`config.mk`:
```
export PLATFORM = sky130hd
export DESIGN_NAME = lpif_link_top
export DESIGN_NICKNAME = d
export VERILOG_FILES = /design/src/source/lpif_link_pkg.sv /design/src/source/lpif_link_user_if.sv /design/src/source/lpif_link_auto_sync.sv /design/src/source/lpif_link_concat.sv /design/src/source/lpif_link_top.sv
export VERILOG_INCLUDE_DIRS = /design/src /design/src/include
export SDC_FILE = /design/constraint.sdc
export NUM_CORES = 1
export LEC_CHECK = 0
export ABC_AREA = 1
export BUFFER_PORTS_ARGS = -buffer_cell sky130_fd_sc_hd__buf_2
export CAP_MARGIN = 20
export CORE_MARGIN = 10
export CORE_UTILIZATION = 30
export CTS_BUF_LIST = sky130_fd_sc_hd__clkbuf_4
export DETAILED_ROUTE_END_ITERATION = 10
export GPL_TIMING_DRIVEN = 0
export MAX_ROUTING_LAYER = met4
export PLACE_DENSITY = 0.58
export SETUP_SLACK_MARGIN = 0.02
export SYNTH_ARGS = -nofsm -noshare
export SYNTH_HDL_FRONTEND = slang
export SYNTH_HIERARCHICAL = 1
export SYNTH_SLANG_ARGS = --single-unit
```
`constraint.sdc`:
```
create_clock -name clk_wr -period 3.05 [get_ports clk_wr]
set_input_delay 0.61 -clock clk_wr [delete_from_list [all_inputs] [get_ports clk_wr]]
set_output_delay 0.61 -clock clk_wr [all_outputs]
set_load 0.01 [all_outputs]
```
`src/include/lpif_link_params.svh`:
```
/*
 * Logic-link size parameters
 * Data width, lane count and lane layout shared by RTL and testbench
 */
`ifndef LPIF_LINK_PARAMS_SVH
`define LPIF_LINK_PARAMS_SVH

// Upstream and downstream data field width
`define LPIF_DATA_W 64

// PHY lanes per link, lane mapping assumes exactly four
`define LPIF_LANES 4

// Width of one PHY lane word
`define LPIF_PHY_W 40

// Marker user bits per lane, just above the payload
`define LPIF_MRK_W 2

// Strobe user bit sits at the top of each lane
`define LPIF_STB_BIT (`LPIF_PHY_W - 1)

`endif

```
`src/source/lpif_link_pkg.sv`:
```
/*
 * Logic-link types
 * Link word layout, lane payload and sync counter types
 */
`include "lpif_link_params.svh"

package lpif_link_pkg;

  ////////////////////////////////////////////////////////////////////////////
  // Link word

  // One beat, first member lands in the top bits
  typedef struct packed {
    logic [3:0]              state;
    logic [1:0]              protid;
    logic [`LPIF_DATA_W-1:0] data;
    logic                    dvalid;
    logic [15:0]             crc;
    logic                    crc_valid;
    logic                    valid;
  } llink_word_t;

  localparam int LLINK_W = $bits(llink_word_t);

  ////////////////////////////////////////////////////////////////////////////
  // Lanes

  // Lane minus marker bits minus strobe bit
  localparam int LANE_PAYLOAD_W = `LPIF_PHY_W - `LPIF_MRK_W - 1;
  // Payload span of all lanes together, link word in the low bits
  localparam int LANE_SPAN_W    = LANE_PAYLOAD_W * `LPIF_LANES;

  typedef logic [LANE_PAYLOAD_W-1:0] lane_payload_t;
  typedef logic [LANE_SPAN_W-1:0]    lane_span_t;

  // Online delay counter, holds up to 255 + 255 + 1
  typedef logic [8:0] sync_cnt_t;

endpackage

```
`src/source/lpif_link_user_if.sv`:
```
/*
 * Logic-link user interface
 * Registers downstream fields into a link word and unpacks
 * received link words onto the upstream ports
 */
`timescale 1ns/1ps
`include "lpif_link_params.svh"

module lpif_link_user_if import lpif_link_pkg::*; (
  input  logic                    clk_wr,
  input  logic                    reset,

  // Downstream beat from protocol layer
  input  logic [3:0]              dstrm_state,
  input  logic [1:0]              dstrm_protid,
  input  logic [`LPIF_DATA_W-1:0] dstrm_data,
  input  logic                    dstrm_dvalid,
  input  logic [15:0]             dstrm_crc,
  input  logic                    dstrm_crc_valid,
  input  logic                    dstrm_valid,

  // Link words toward and from the lane mapping
  output llink_word_t             tx_word,
  input  llink_word_t             rx_word,
  input  logic                    rx_online_delay,

  // Upstream beat to protocol layer
  output logic [3:0]              ustrm_state,
  output logic [1:0]              ustrm_protid,
  output logic [`LPIF_DATA_W-1:0] ustrm_data,
  output logic                    ustrm_dvalid,
  output logic [15:0]             ustrm_crc,
  output logic                    ustrm_crc_valid,
  output logic                    ustrm_valid
);

  // Registered upstream beat
  llink_word_t ustrm_word;

  ////////////////////////////////////////////////////////////////////////////
  // Transmit

  // One beat per cycle, no back-pressure
  always_ff @(posedge clk_wr) begin
    if (reset) begin
      tx_word <= '0;
    end else begin
      tx_word.state     <= dstrm_state;
      tx_word.protid    <= dstrm_protid;
      tx_word.data      <= dstrm_data;
      tx_word.dvalid    <= dstrm_dvalid;
      tx_word.crc       <= dstrm_crc;
      tx_word.crc_valid <= dstrm_crc_valid;
      tx_word.valid     <= dstrm_valid;
    end
  end

  ////////////////////////////////////////////////////////////////////////////
  // Receive

  // Nothing passes up until the receive side is synced
  always_ff @(posedge clk_wr) begin
    if (reset || !rx_online_delay) begin
      ustrm_word <= '0;
    end else begin
      ustrm_word <= rx_word;
    end
  end

  // Field split
  assign ustrm_state     = ustrm_word.state;
  assign ustrm_protid    = ustrm_word.protid;
  assign ustrm_data      = ustrm_word.data;
  assign ustrm_dvalid    = ustrm_word.dvalid;
  assign ustrm_crc       = ustrm_word.crc;
  assign ustrm_crc_valid = ustrm_word.crc_valid;
  assign ustrm_valid     = ustrm_word.valid;

endmodule

```
`src/source/lpif_link_auto_sync.sv`:
```
/*
 * Logic-link auto sync
 * Delays tx_online and rx_online by programmable counts and
 * generates marker and strobe user bits once transmit is online
 */
`timescale 1ns/1ps
`include "lpif_link_params.svh"

module lpif_link_auto_sync import lpif_link_pkg::*; (
  input  logic                   clk_wr,
  input  logic                   reset,

  // Raw online levels
  input  logic                   tx_online,
  input  logic                   rx_online,

  // Delay configuration
  input  logic [7:0]             delay_x_value,
  input  logic [7:0]             delay_xz_value,
  input  logic [7:0]             delay_yz_value,

  // User-bit configuration
  input  logic [`LPIF_MRK_W-1:0] tx_mrk_userbit,
  input  logic                   tx_stb_userbit,

  output logic                   tx_online_delay,
  output logic                   rx_online_delay,
  output logic [`LPIF_MRK_W-1:0] auto_mrk_userbit,
  output logic                   auto_stb_userbit
);

  sync_cnt_t tx_cnt;
  sync_cnt_t rx_cnt;
  sync_cnt_t tx_target;
  sync_cnt_t rx_target;
  logic      tx_reached;
  logic      rx_reached;

  // Count up, hold at all ones
  function automatic sync_cnt_t sat_inc(input sync_cnt_t cnt);
    sync_cnt_t res;
    res = cnt;
    if (cnt != '1) begin
      res = cnt + sync_cnt_t'(1);
    end
    return res;
  endfunction

  ////////////////////////////////////////////////////////////////////////////
  // Delay counters

  // Counts edges with online high and restarts while low
  always_ff @(posedge clk_wr) begin
    if (reset || !tx_online) begin
      tx_cnt <= '0;
    end else begin
      tx_cnt <= sat_inc(tx_cnt);
    end
  end

  always_ff @(posedge clk_wr) begin
    if (reset || !rx_online) begin
      rx_cnt <= '0;
    end else begin
      rx_cnt <= sat_inc(rx_cnt);
    end
  end

  // Targets are the delay sums plus one
  assign tx_target = {1'b0, delay_xz_value} + 9'd1;
  assign rx_target = {1'b0, delay_x_value} + {1'b0, delay_yz_value} + 9'd1;

  assign tx_reached = tx_online && (tx_cnt >= tx_target);
  assign rx_reached = rx_online && (rx_cnt >= rx_target);

  ////////////////////////////////////////////////////////////////////////////
  // Outputs

  // User bits follow tx_online_delay cycle for cycle
  always_ff @(posedge clk_wr) begin
    if (reset) begin
      tx_online_delay  <= 1'b0;
      rx_online_delay  <= 1'b0;
      auto_mrk_userbit <= '0;
      auto_stb_userbit <= 1'b0;
    end else begin
      tx_online_delay  <= tx_reached;
      rx_online_delay  <= rx_reached;
      auto_mrk_userbit <= tx_reached ? tx_mrk_userbit : '0;
      auto_stb_userbit <= tx_reached & tx_stb_userbit;
    end
  end

endmodule

```
`src/source/lpif_link_concat.sv`:
```
/*
 * Logic-link lane mapping
 * Slices link words across four PHY lanes with user bits and
 * rebuilds received link words from the lanes
 */
`timescale 1ns/1ps
`include "lpif_link_params.svh"

module lpif_link_concat import lpif_link_pkg::*; (
  input  logic                   clk_wr,
  input  logic                   reset,

  // Transmit link word and online state
  input  llink_word_t            tx_word,
  input  logic                   tx_online_delay,
  input  logic [`LPIF_MRK_W-1:0] auto_mrk_userbit,
  input  logic                   auto_stb_userbit,

  // PHY lanes out
  output logic [`LPIF_PHY_W-1:0] tx_phy0,
  output logic [`LPIF_PHY_W-1:0] tx_phy1,
  output logic [`LPIF_PHY_W-1:0] tx_phy2,
  output logic [`LPIF_PHY_W-1:0] tx_phy3,

  // PHY lanes in
  input  logic [`LPIF_PHY_W-1:0] rx_phy0,
  input  logic [`LPIF_PHY_W-1:0] rx_phy1,
  input  logic [`LPIF_PHY_W-1:0] rx_phy2,
  input  logic [`LPIF_PHY_W-1:0] rx_phy3,

  // Rebuilt receive link word
  output llink_word_t            rx_word
);

  lane_span_t tx_span;
  lane_span_t rx_span;

  // Lane layout, strobe on top, marker next, payload below
  function automatic logic [`LPIF_PHY_W-1:0] pack_lane(
    input lane_payload_t          pay,
    input logic [`LPIF_MRK_W-1:0] mrk,
    input logic                   stb
  );
    logic [`LPIF_PHY_W-1:0] lane;
    lane = '0;
    lane[LANE_PAYLOAD_W-1:0]            = pay;
    lane[LANE_PAYLOAD_W +: `LPIF_MRK_W] = mrk;
    lane[`LPIF_STB_BIT]                 = stb;
    return lane;
  endfunction

  // Payload only, user bits dropped
  function automatic lane_payload_t strip_lane(input logic [`LPIF_PHY_W-1:0] lane);
    return lane[LANE_PAYLOAD_W-1:0];
  endfunction

  ////////////////////////////////////////////////////////////////////////////
  // Transmit

  // Link word in low bits, padding above is zero
  assign tx_span = {{(LANE_SPAN_W - LLINK_W){1'b0}}, tx_word};

  // Lanes stay quiet until transmit side is online
  always_ff @(posedge clk_wr) begin
    if (reset || !tx_online_delay) begin
      tx_phy0 <= '0;
      tx_phy1 <= '0;
      tx_phy2 <= '0;
      tx_phy3 <= '0;
    end else begin
      tx_phy0 <= pack_lane(tx_span[0*LANE_PAYLOAD_W +: LANE_PAYLOAD_W],
                           auto_mrk_userbit, auto_stb_userbit);
      tx_phy1 <= pack_lane(tx_span[1*LANE_PAYLOAD_W +: LANE_PAYLOAD_W],
                           auto_mrk_userbit, auto_stb_userbit);
      tx_phy2 <= pack_lane(tx_span[2*LANE_PAYLOAD_W +: LANE_PAYLOAD_W],
                           auto_mrk_userbit, auto_stb_userbit);
      tx_phy3 <= pack_lane(tx_span[3*LANE_PAYLOAD_W +: LANE_PAYLOAD_W],
                           auto_mrk_userbit, auto_stb_userbit);
    end
  end

  ////////////////////////////////////////////////////////////////////////////
  // Receive

  // Lane 0 holds the lowest payload slice
  assign rx_span = {strip_lane(rx_phy3), strip_lane(rx_phy2),
                    strip_lane(rx_phy1), strip_lane(rx_phy0)};

  // Padding bits above the link word are ignored
  always_ff @(posedge clk_wr) begin
    if (reset) begin
      rx_word <= '0;
    end else begin
      rx_word <= llink_word_t'(rx_span[LLINK_W-1:0]);
    end
  end

endmodule

```
`src/source/lpif_link_top.sv`:
```
/*
 * Logic-link master top
 * Four-lane die-to-die link, no FIFO and no credits
 */
`timescale 1ns/1ps
`include "lpif_link_params.svh"

module lpif_link_top import lpif_link_pkg::*; (
  input  logic                    clk_wr,
  input  logic                    reset,

  // Online control
  input  logic                    tx_online,
  input  logic                    rx_online,

  // PHY interconnect
  output logic [`LPIF_PHY_W-1:0]  tx_phy0,
  output logic [`LPIF_PHY_W-1:0]  tx_phy1,
  output logic [`LPIF_PHY_W-1:0]  tx_phy2,
  output logic [`LPIF_PHY_W-1:0]  tx_phy3,
  input  logic [`LPIF_PHY_W-1:0]  rx_phy0,
  input  logic [`LPIF_PHY_W-1:0]  rx_phy1,
  input  logic [`LPIF_PHY_W-1:0]  rx_phy2,
  input  logic [`LPIF_PHY_W-1:0]  rx_phy3,

  // Downstream channel
  input  logic [3:0]              dstrm_state,
  input  logic [1:0]              dstrm_protid,
  input  logic [`LPIF_DATA_W-1:0] dstrm_data,
  input  logic                    dstrm_dvalid,
  input  logic [15:0]             dstrm_crc,
  input  logic                    dstrm_crc_valid,
  input  logic                    dstrm_valid,

  // Upstream channel
  output logic [3:0]              ustrm_state,
  output logic [1:0]              ustrm_protid,
  output logic [`LPIF_DATA_W-1:0] ustrm_data,
  output logic                    ustrm_dvalid,
  output logic [15:0]             ustrm_crc,
  output logic                    ustrm_crc_valid,
  output logic                    ustrm_valid,

  // Configuration
  input  logic [`LPIF_MRK_W-1:0]  tx_mrk_userbit,
  input  logic                    tx_stb_userbit,
  input  logic [7:0]              delay_x_value,
  input  logic [7:0]              delay_xz_value,
  input  logic [7:0]              delay_yz_value
);

  llink_word_t            tx_word;
  llink_word_t            rx_word;
  logic                   tx_online_delay;
  logic                   rx_online_delay;
  logic [`LPIF_MRK_W-1:0] auto_mrk_userbit;
  logic                   auto_stb_userbit;

  // Online delays and user bits
  lpif_link_auto_sync u_auto_sync (.*);

  // Protocol-side fields
  lpif_link_user_if u_user_if (.*);

  // Lane slicing and rebuild
  lpif_link_concat u_concat (.*);

endmodule

```
==> results_dict.tcl, run 1 <==
set metrics [dict create \
    finalHoldViolations 0 \
    post_cts.resized_instances 0 \
    clock_sinks 382 \
    worst_slack_setup_final_ns 0.9173 \
    post-place-ws_ns 0.3703 \
    die-area_mm2 0.05113 \
    crit_path_max_fanout 4 \
    yosysWarningCount 6 \
    seq_area_frac_synth 0.6000 \
    core_area_mm2 0.04195 \
    gp_congestion 0.8385 \
    initial_core_util 0.3038 \
    final_layout_net_count 2500 \
    first_global_vias 11264 \
    wire_length_of_the_first_global_routing_pass_mm 56.92 \
    wire_per_inst_um 13.24 \
    die_height_um 226.1 \
    clkSlewWorstSetupHoldPaths_ns 0.06 \
    viasPerCell 3.774 \
    period_share 0.6992 \
    count_of_buffers_added_by_post_cts_timing_repair_for_setup 0 \
    async_flop_share 0 \
    tightestPinTransition_ns 0.5566 \
    buffer_cell_driving_the_clock_tree_root "sky130_fd_sc_hd__clkbuf_4" \
    place.port_buffers 398 \
    share_of_cells_above_drive_strength_1 0.3141 \
    syn_avg_cell_area_um2 8.729 \
    postCtsHoldBufs 172 \
    setup_tns_ns 0 \
    cts-htree-levels 3 \
    drtAntennaViolNets 0 \
    drc_errors 0 \
    row_count 75 \
    power_per_cell_area_mw_per_mm2 545.2 \
    power_leakage_nw 9.916 \
    synth_cell_types 35 \
    hpwlAfterDp_mm 27.28 \
    number_of_enable_type_register_cells_in_the_synthesized_netlist 0 \
    drtIter0Drc 326 \
    report.power.total_w 0.01012 \
    final.fill_count 4084 \
    worst_min_path_class "input port to register" \
    setup.worst_path.end_class "primary output" \
    setup_viol 0 \
    min_period_ns 2.133 \
    crit_path_start_kind "register" \
    synth_flop_cell "sky130_fd_sc_hd__dfxtp_1" \
    antenna_violations_before_repair 5 \
    outcome "finished clean" \
    cts_max_path_buffers 3 \
    worst_ep_required_time_ns 2.44 \
    io-pin-count 529 \
    global_route.usage.total 0.1454 \
    grt_setup_unrepaired "no" \
    insertion_delay_ns 0.76 \
    layout-area-overhead-vs-synth_pct 45.60 \
    synth_seq_cells 382 \
    setup.worst_path.class "register to primary output" \
    chipWidth_um 226.1 \
    num_vias 10542 \
    grt_start_max_net_pins 16 \
    tritoncts "built" \
    numCtsBuffers 98 \
    initial_drt_pass_iterations 4 \
    postSynthCellCount 1460 \
    cp.arrival_ns 1.52 \
    power.ir.vdd_worst_uv 219.2 \
    postRouteWirelength_mm 36.98 \
    final_slew_violations 0 \
    timing.max_cap.violations 0 \
    clock_skew_ns 0.04963 \
    timing.slew.headroom 0.6289 \
    max_fclk_mhz 468.9 \
    grt_overflow 0 \
    syn-cell-area_mm2 0.01274 \
]
[sequential cells by signal (all words and copies together) (netlist names), 15 cells and up]
name	count
u_concat/tx_phy2	15
u_concat/rx_word	89
u_user_if/tx_word	89
u_concat/tx_phy0	40
u_user_if/ustrm_crc	16
u_user_if/ustrm_data	64
u_concat/tx_phy1	37
[metrics by stage]
stage	cell area, µm²	instances	hold WS (ns)	util
after global placement	15630	2455	0.3947	0.3726
after floorplan	12960	1518	0.3936	-
after global routing	18560	2793	0.02807	0.4424
final	18560	2793	0.1191	0.4424
after detailed placement	15630	2455	0.3966	0.3726
after CTS	18540	2787	0.0001215	0.4420
[worst max-delay path, cell delays in order (launching register included)]
cell	delay, ns
sky130_fd_sc_hd__dfxtp_1	0.50
sky130_fd_sc_hd__buf_4	0.17
sky130_fd_sc_hd__buf_2	0.12
[cell families after synthesis]
logic type | count (synthesis) | synth area share
buffers and inverters | 512 | 0.1801
xor gates and xnor gates | 11 | 0.007559
other | 1 | 0.0002942
DFF | 382 | 0.6000
AOI/OAI and AO/OA | 40 | 0.01708
adders and majority gates | 32 | 0.03200
and+or+nand+nor | 482 | 0.1629
[synth_stat cells, types with 2 or more instances]
library cell,count,share of area
sky130_fd_sc_hd__xor2_1,4,0.0027
sky130_fd_sc_hd__a21oi_1,24,0.0094
sky130_fd_sc_hd__nand2_2,2,0.00098
sky130_fd_sc_hd__o21bai_1,2,0.0012
sky130_fd_sc_hd__nand4_1,9,0.0044
sky130_fd_sc_hd__inv_1,401,0.12
sky130_fd_sc_hd__buf_4,69,0.041
sky130_fd_sc_hd__o211ai_1,2,0.0012
sky130_fd_sc_hd__xnor2_1,7,0.0048
sky130_fd_sc_hd__clkbuf_1,9,0.0027
sky130_fd_sc_hd__nand3_1,11,0.0043
sky130_fd_sc_hd__nand2_1,67,0.020
sky130_fd_sc_hd__dfxtp_1,382,0.60
sky130_fd_sc_hd__nor2_2,43,0.021
sky130_fd_sc_hd__inv_2,3,0.00088
sky130_fd_sc_hd__o21ai_0,7,0.0027
sky130_fd_sc_hd__nand3b_1,2,0.0012
sky130_fd_sc_hd__nor2_4,10,0.0088
sky130_fd_sc_hd__nor3_1,4,0.0016
sky130_fd_sc_hd__o21ai_1,2,0.00079
sky130_fd_sc_hd__buf_6,11,0.0097
sky130_fd_sc_hd__buf_2,17,0.0067
sky130_fd_sc_hd__ha_1,31,0.030
sky130_fd_sc_hd__nor2_1,330,0.097
[final cells by class]
type | count | area [µm²] | share of cell area
diodes | 6 | 15.01 | 0.0008091
multi-input cells | 624 | 3019 | 0.1627
well taps | 539 | 674.4 | 0.03634
clock buffers | 137 | 1028 | 0.05542
flip-flops and latches | 382 | 7647 | 0.4121
plain buffers | 107 | 775.7 | 0.04180
inverters | 405 | 1520 | 0.08192
clock inverters | 23 | 162.7 | 0.008765
repair buffers | 570 | 3714 | 0.2001
[power breakdown]
| group | leakage [nW] | switching, W | internal (W) |
|---|---|---|---|
| clock | 0.711 | 0.00195 | 0.00223 |
| sequential | 3.13 | 0.0000320 | 0.00512 |
| combinational | 6.08 | 0.000371 | 0.000421 |
| total | 9.92 | 0.00235 | 0.00776 |
[worst paths after layout]
kind / start / to / slack [ns] / cells after the start
worst max register to register: u_auto_sync/tx_cnt[1] / u_auto_sync/tx_cnt[4] / 1.20 / 11
worst min register to register: u_concat/rx_word[50] / u_user_if/ustrm_data[31] / 0.37 / 2
worst max-delay path: u_concat/tx_phy0[38] / tx_phy3[38] / 0.92 / 2
worst min-delay path: dstrm_data[45] / u_user_if/tx_word[64] / 0.12 / 3
[metal layers]
layer  up-vias  track usage  share of wire
met5         -            -              0
met4         0      0.08743          0.040
met3        82      0.03969          0.067
met2       349       0.2517           0.51
met1      4619       0.1444           0.38
li1       5492            -              -
[cells in the final DEF, fill, tap and decap left out, types with 4 or more instances in the layout]
cell,instances
sky130_fd_sc_hd__a21oi_1,24
sky130_fd_sc_hd__xnor2_1,7
sky130_fd_sc_hd__clkinv_1,13
sky130_fd_sc_hd__xor2_1,4
sky130_fd_sc_hd__dlygate4sd3_1,172
sky130_fd_sc_hd__o21ai_0,7
sky130_fd_sc_hd__buf_2,415
sky130_fd_sc_hd__nor2_1,330
sky130_fd_sc_hd__nand2_1,67
sky130_fd_sc_hd__nor2_2,43
sky130_fd_sc_hd__inv_2,4
sky130_fd_sc_hd__clkinv_2,4
sky130_fd_sc_hd__buf_6,11
sky130_fd_sc_hd__diode_2,6
sky130_fd_sc_hd__conb_1,59
sky130_fd_sc_hd__nor3_1,4
sky130_fd_sc_hd__dfxtp_1,382
sky130_fd_sc_hd__clkbuf_4,137
sky130_fd_sc_hd__nand4_1,9
sky130_fd_sc_hd__buf_4,69
sky130_fd_sc_hd__nor2_4,10
sky130_fd_sc_hd__inv_1,401
sky130_fd_sc_hd__clkbuf_1,9
sky130_fd_sc_hd__nand3_1,11
sky130_fd_sc_hd__ha_1,31
(Power assumes the default switching activity.)
==> run 2, diff against run 1 <==
PLACE_DENSITY = 0.6   (was 0.58)
clock period = 1.8 ns   (was 3.05 ns; I/O delays follow)
==> run 2 against run 1 <==
Against the previous run: die area did not move; non-clock buffer count is 15 higher; register-to-register slack lost 1.1 ns; critical path depth did not move; wire length is 0.67% higher; clock-buffer cell count decreased by 4; critical endpoint is now tx_phy1[38]; largest power group unchanged; highest routed layer unchanged.
==> results_dict.tcl, run 2 (synthesis gave the netlist of run 1 again) <==
set metrics [dict create \
    outcome "finished clean" \
    final_slew_violations 0 \
    mostFrequentLayoutCell "sky130_fd_sc_hd__buf_2" \
    cts_max_path_buffers 3 \
    crit_path_max_fanout 4 \
    tritoncts "built" \
    initial_drt_pass_iterations 4 \
    worst_min_path_class "input port to register" \
    final_layout_net_count 2514 \
    chipWidth_um 226.1 \
    num_vias 10655 \
    clock_skew_ns 0.04158 \
    share_of_cells_above_drive_strength_1 0.3186 \
    global_route.usage.total 0.1456 \
    final_core_utilization 0.4480 \
    clock_sinks 382 \
    place.port_buffers 398 \
    postRouteWirelength_mm 37.23 \
    die-area_mm2 0.05113 \
    finalHoldViolations 0 \
    drtAntennaViolNets 0 \
    timing.hold.ws_ns 0.2936 \
    core_area_mm2 0.04195 \
    period_share 0.9669 \
    crit_chain "buf_6 > buf_6" \
    setup.worst_path.end_class "primary output" \
    tightestPinTransition_ns 0.5810 \
    layout-area-overhead-vs-synth_pct 47.44 \
    setup.worst_path.class "register to primary output" \
    power_per_cell_area_mw_per_mm2 894.5 \
    timing.max_cap.violations 0 \
    wire_per_inst_um 13.26 \
    initial_core_util 0.3038 \
    grt_setup_unrepaired "yes" \
    clkSlewWorstSetupHoldPaths_ns 0.07 \
    viasPerCell 3.795 \
    grt_start_max_net_pins 14 \
    die_height_um 226.1 \
    gp_congestion 0.8314 \
    timing.slew.headroom 0.6126 \
    power.ir.vdd_worst_uv 434.2 \
    drc_errors 0 \
    power_leakage_nw 9.942 \
    crit_path_start_kind "register" \
    cp.arrival_ns 1.38 \
    r2r_slack_ns 0.13 \
    timing.critical_path.mode_cell "sky130_fd_sc_hd__buf_6" \
    drtIter0Drc 359 \
    max_fclk_mhz 574.6 \
    io-pin-count 529 \
    first_global_vias 11219 \
    grt_overflow 0 \
    hpwlAfterDp_mm 26.65 \
    buffer_cell_driving_the_clock_tree_root "sky130_fd_sc_hd__clkbuf_4" \
    wire_length_of_the_first_global_routing_pass_mm 56.60 \
    insertion_delay_ns 0.80 \
    setup_viol 0 \
    commonest_cells_after_routing_fill_and_taps_aside "sky130_fd_sc_hd__buf_2 (406), sky130_fd_sc_hd__inv_1 (399), sky130_fd_sc_hd__dfxtp_1 (368)" \
    critical-path-max-stage-delay_ns 0.36 \
    post-route-cell-area_mm2 0.01879 \
    r2r_cells 10 \
    hold_depth 4 \
    antenna_violations_before_repair 4 \
    min_period_ns 1.740 \
    row_count 75 \
    setup_tns_ns 0 \
    placed_cell_area_mm2 0.01563 \
    crit_slowest_cell "sky130_fd_sc_hd__dfxtp_4" \
    numCtsBuffers 97 \
    cts-htree-levels 3 \
    worst_ep_required_time_ns 1.44 \
]
run 2: cell count changes in the layout (fill, tap and decap cells not counted), moves of 4 or more:
cell / previous run / this run
sky130_fd_sc_hd__buf_4: 69 / 62
sky130_fd_sc_hd__dfxtp_4: 0 / 5
sky130_fd_sc_hd__buf_6: 11 / 29
sky130_fd_sc_hd__dfxtp_1: 382 / 368
sky130_fd_sc_hd__clkinv_2: 4 / 0
sky130_fd_sc_hd__clkbuf_4: 137 / 133
sky130_fd_sc_hd__dlygate4sd3_1: 172 / 185
sky130_fd_sc_hd__ha_1: 31 / 27
sky130_fd_sc_hd__buf_2: 415 / 406
sky130_fd_sc_hd__dfxtp_2: 0 / 9
sky130_fd_sc_hd__clkinv_1: 13 / 26
sky130_fd_sc_hd__inv_2: 4 / 8
run 2: power by group:
group / switching [W] / internal [W] / total, W / leakage [nW]
clock: 0.00332 / 0.00339 / 0.00671 / 0.668
sequential: 0.0000556 / 0.00867 / 0.00872 / 3.13
combinational: 0.000639 / 0.000735 / 0.00137 / 6.14
total: 0.00401 / 0.0128 / 0.0168 / 9.94
run 2: worst paths after layout:
check	from	endpoint
max	u_concat/tx_phy0[38]	tx_phy1[38]
min	rx_phy1[0]	u_concat/rx_word[37]
max reg2reg	u_auto_sync/tx_cnt[0]	u_auto_sync/tx_cnt[7]
min reg2reg	u_user_if/tx_word[27]	u_concat/tx_phy0[27]
run 2: critical path: cells and delay by family (launching register included):
| kind | cells | cell delay [ns] |
|---|---|---|
| flops | 1 | 0.36 |
| buf+inv | 2 | 0.22 |
run 2: what timing repair did:
item | CTS | global route
hold endpoints to repair | 189 | 0
gates cloned | 0 | 0
endpoints found under the setup margin | 20 | 22
hold buffers | 185 | 0
resized for setup | 27 | 22
buffers inserted | 0 | 2
pin swaps | 0 | 4
run 2: area by class of cell:
cell class / count / area (µm²)
Tap cell: 539 / 674.4
Buffer: 107 / 809.5
Multi-Input combinational cell: 624 / 3067
Antenna cell: 3 / 7.507
Clock buffer: 133 / 998.5
Fill cell: 3998 / 23160
Sequential cell: 382 / 7677
Inverter: 405 / 1520
Clock inverter: 30 / 121.4
Timing Repair Buffer: 585 / 3915
run 2: metrics by stage:
stage	instances	power (W)	setup slack, ns
final	2808	0.01681	0.05963
after global routing	2808	0.01775	-0.06297
after CTS	2803	0.01711	-0.06851
after detailed placement	2455	0.009943	-0.6106
after global placement	2455	0.009917	-0.5798
after floorplan	1518	0.009557	-0.2328
run 2: routing by layer:
metal,wire (µm),part of all wire,track usage
met5,0,0,-
met4,1303,0.035,0.08288
met3,2480,0.067,0.03969
met2,19060,0.51,0.2529
met1,14380,0.39,0.1456
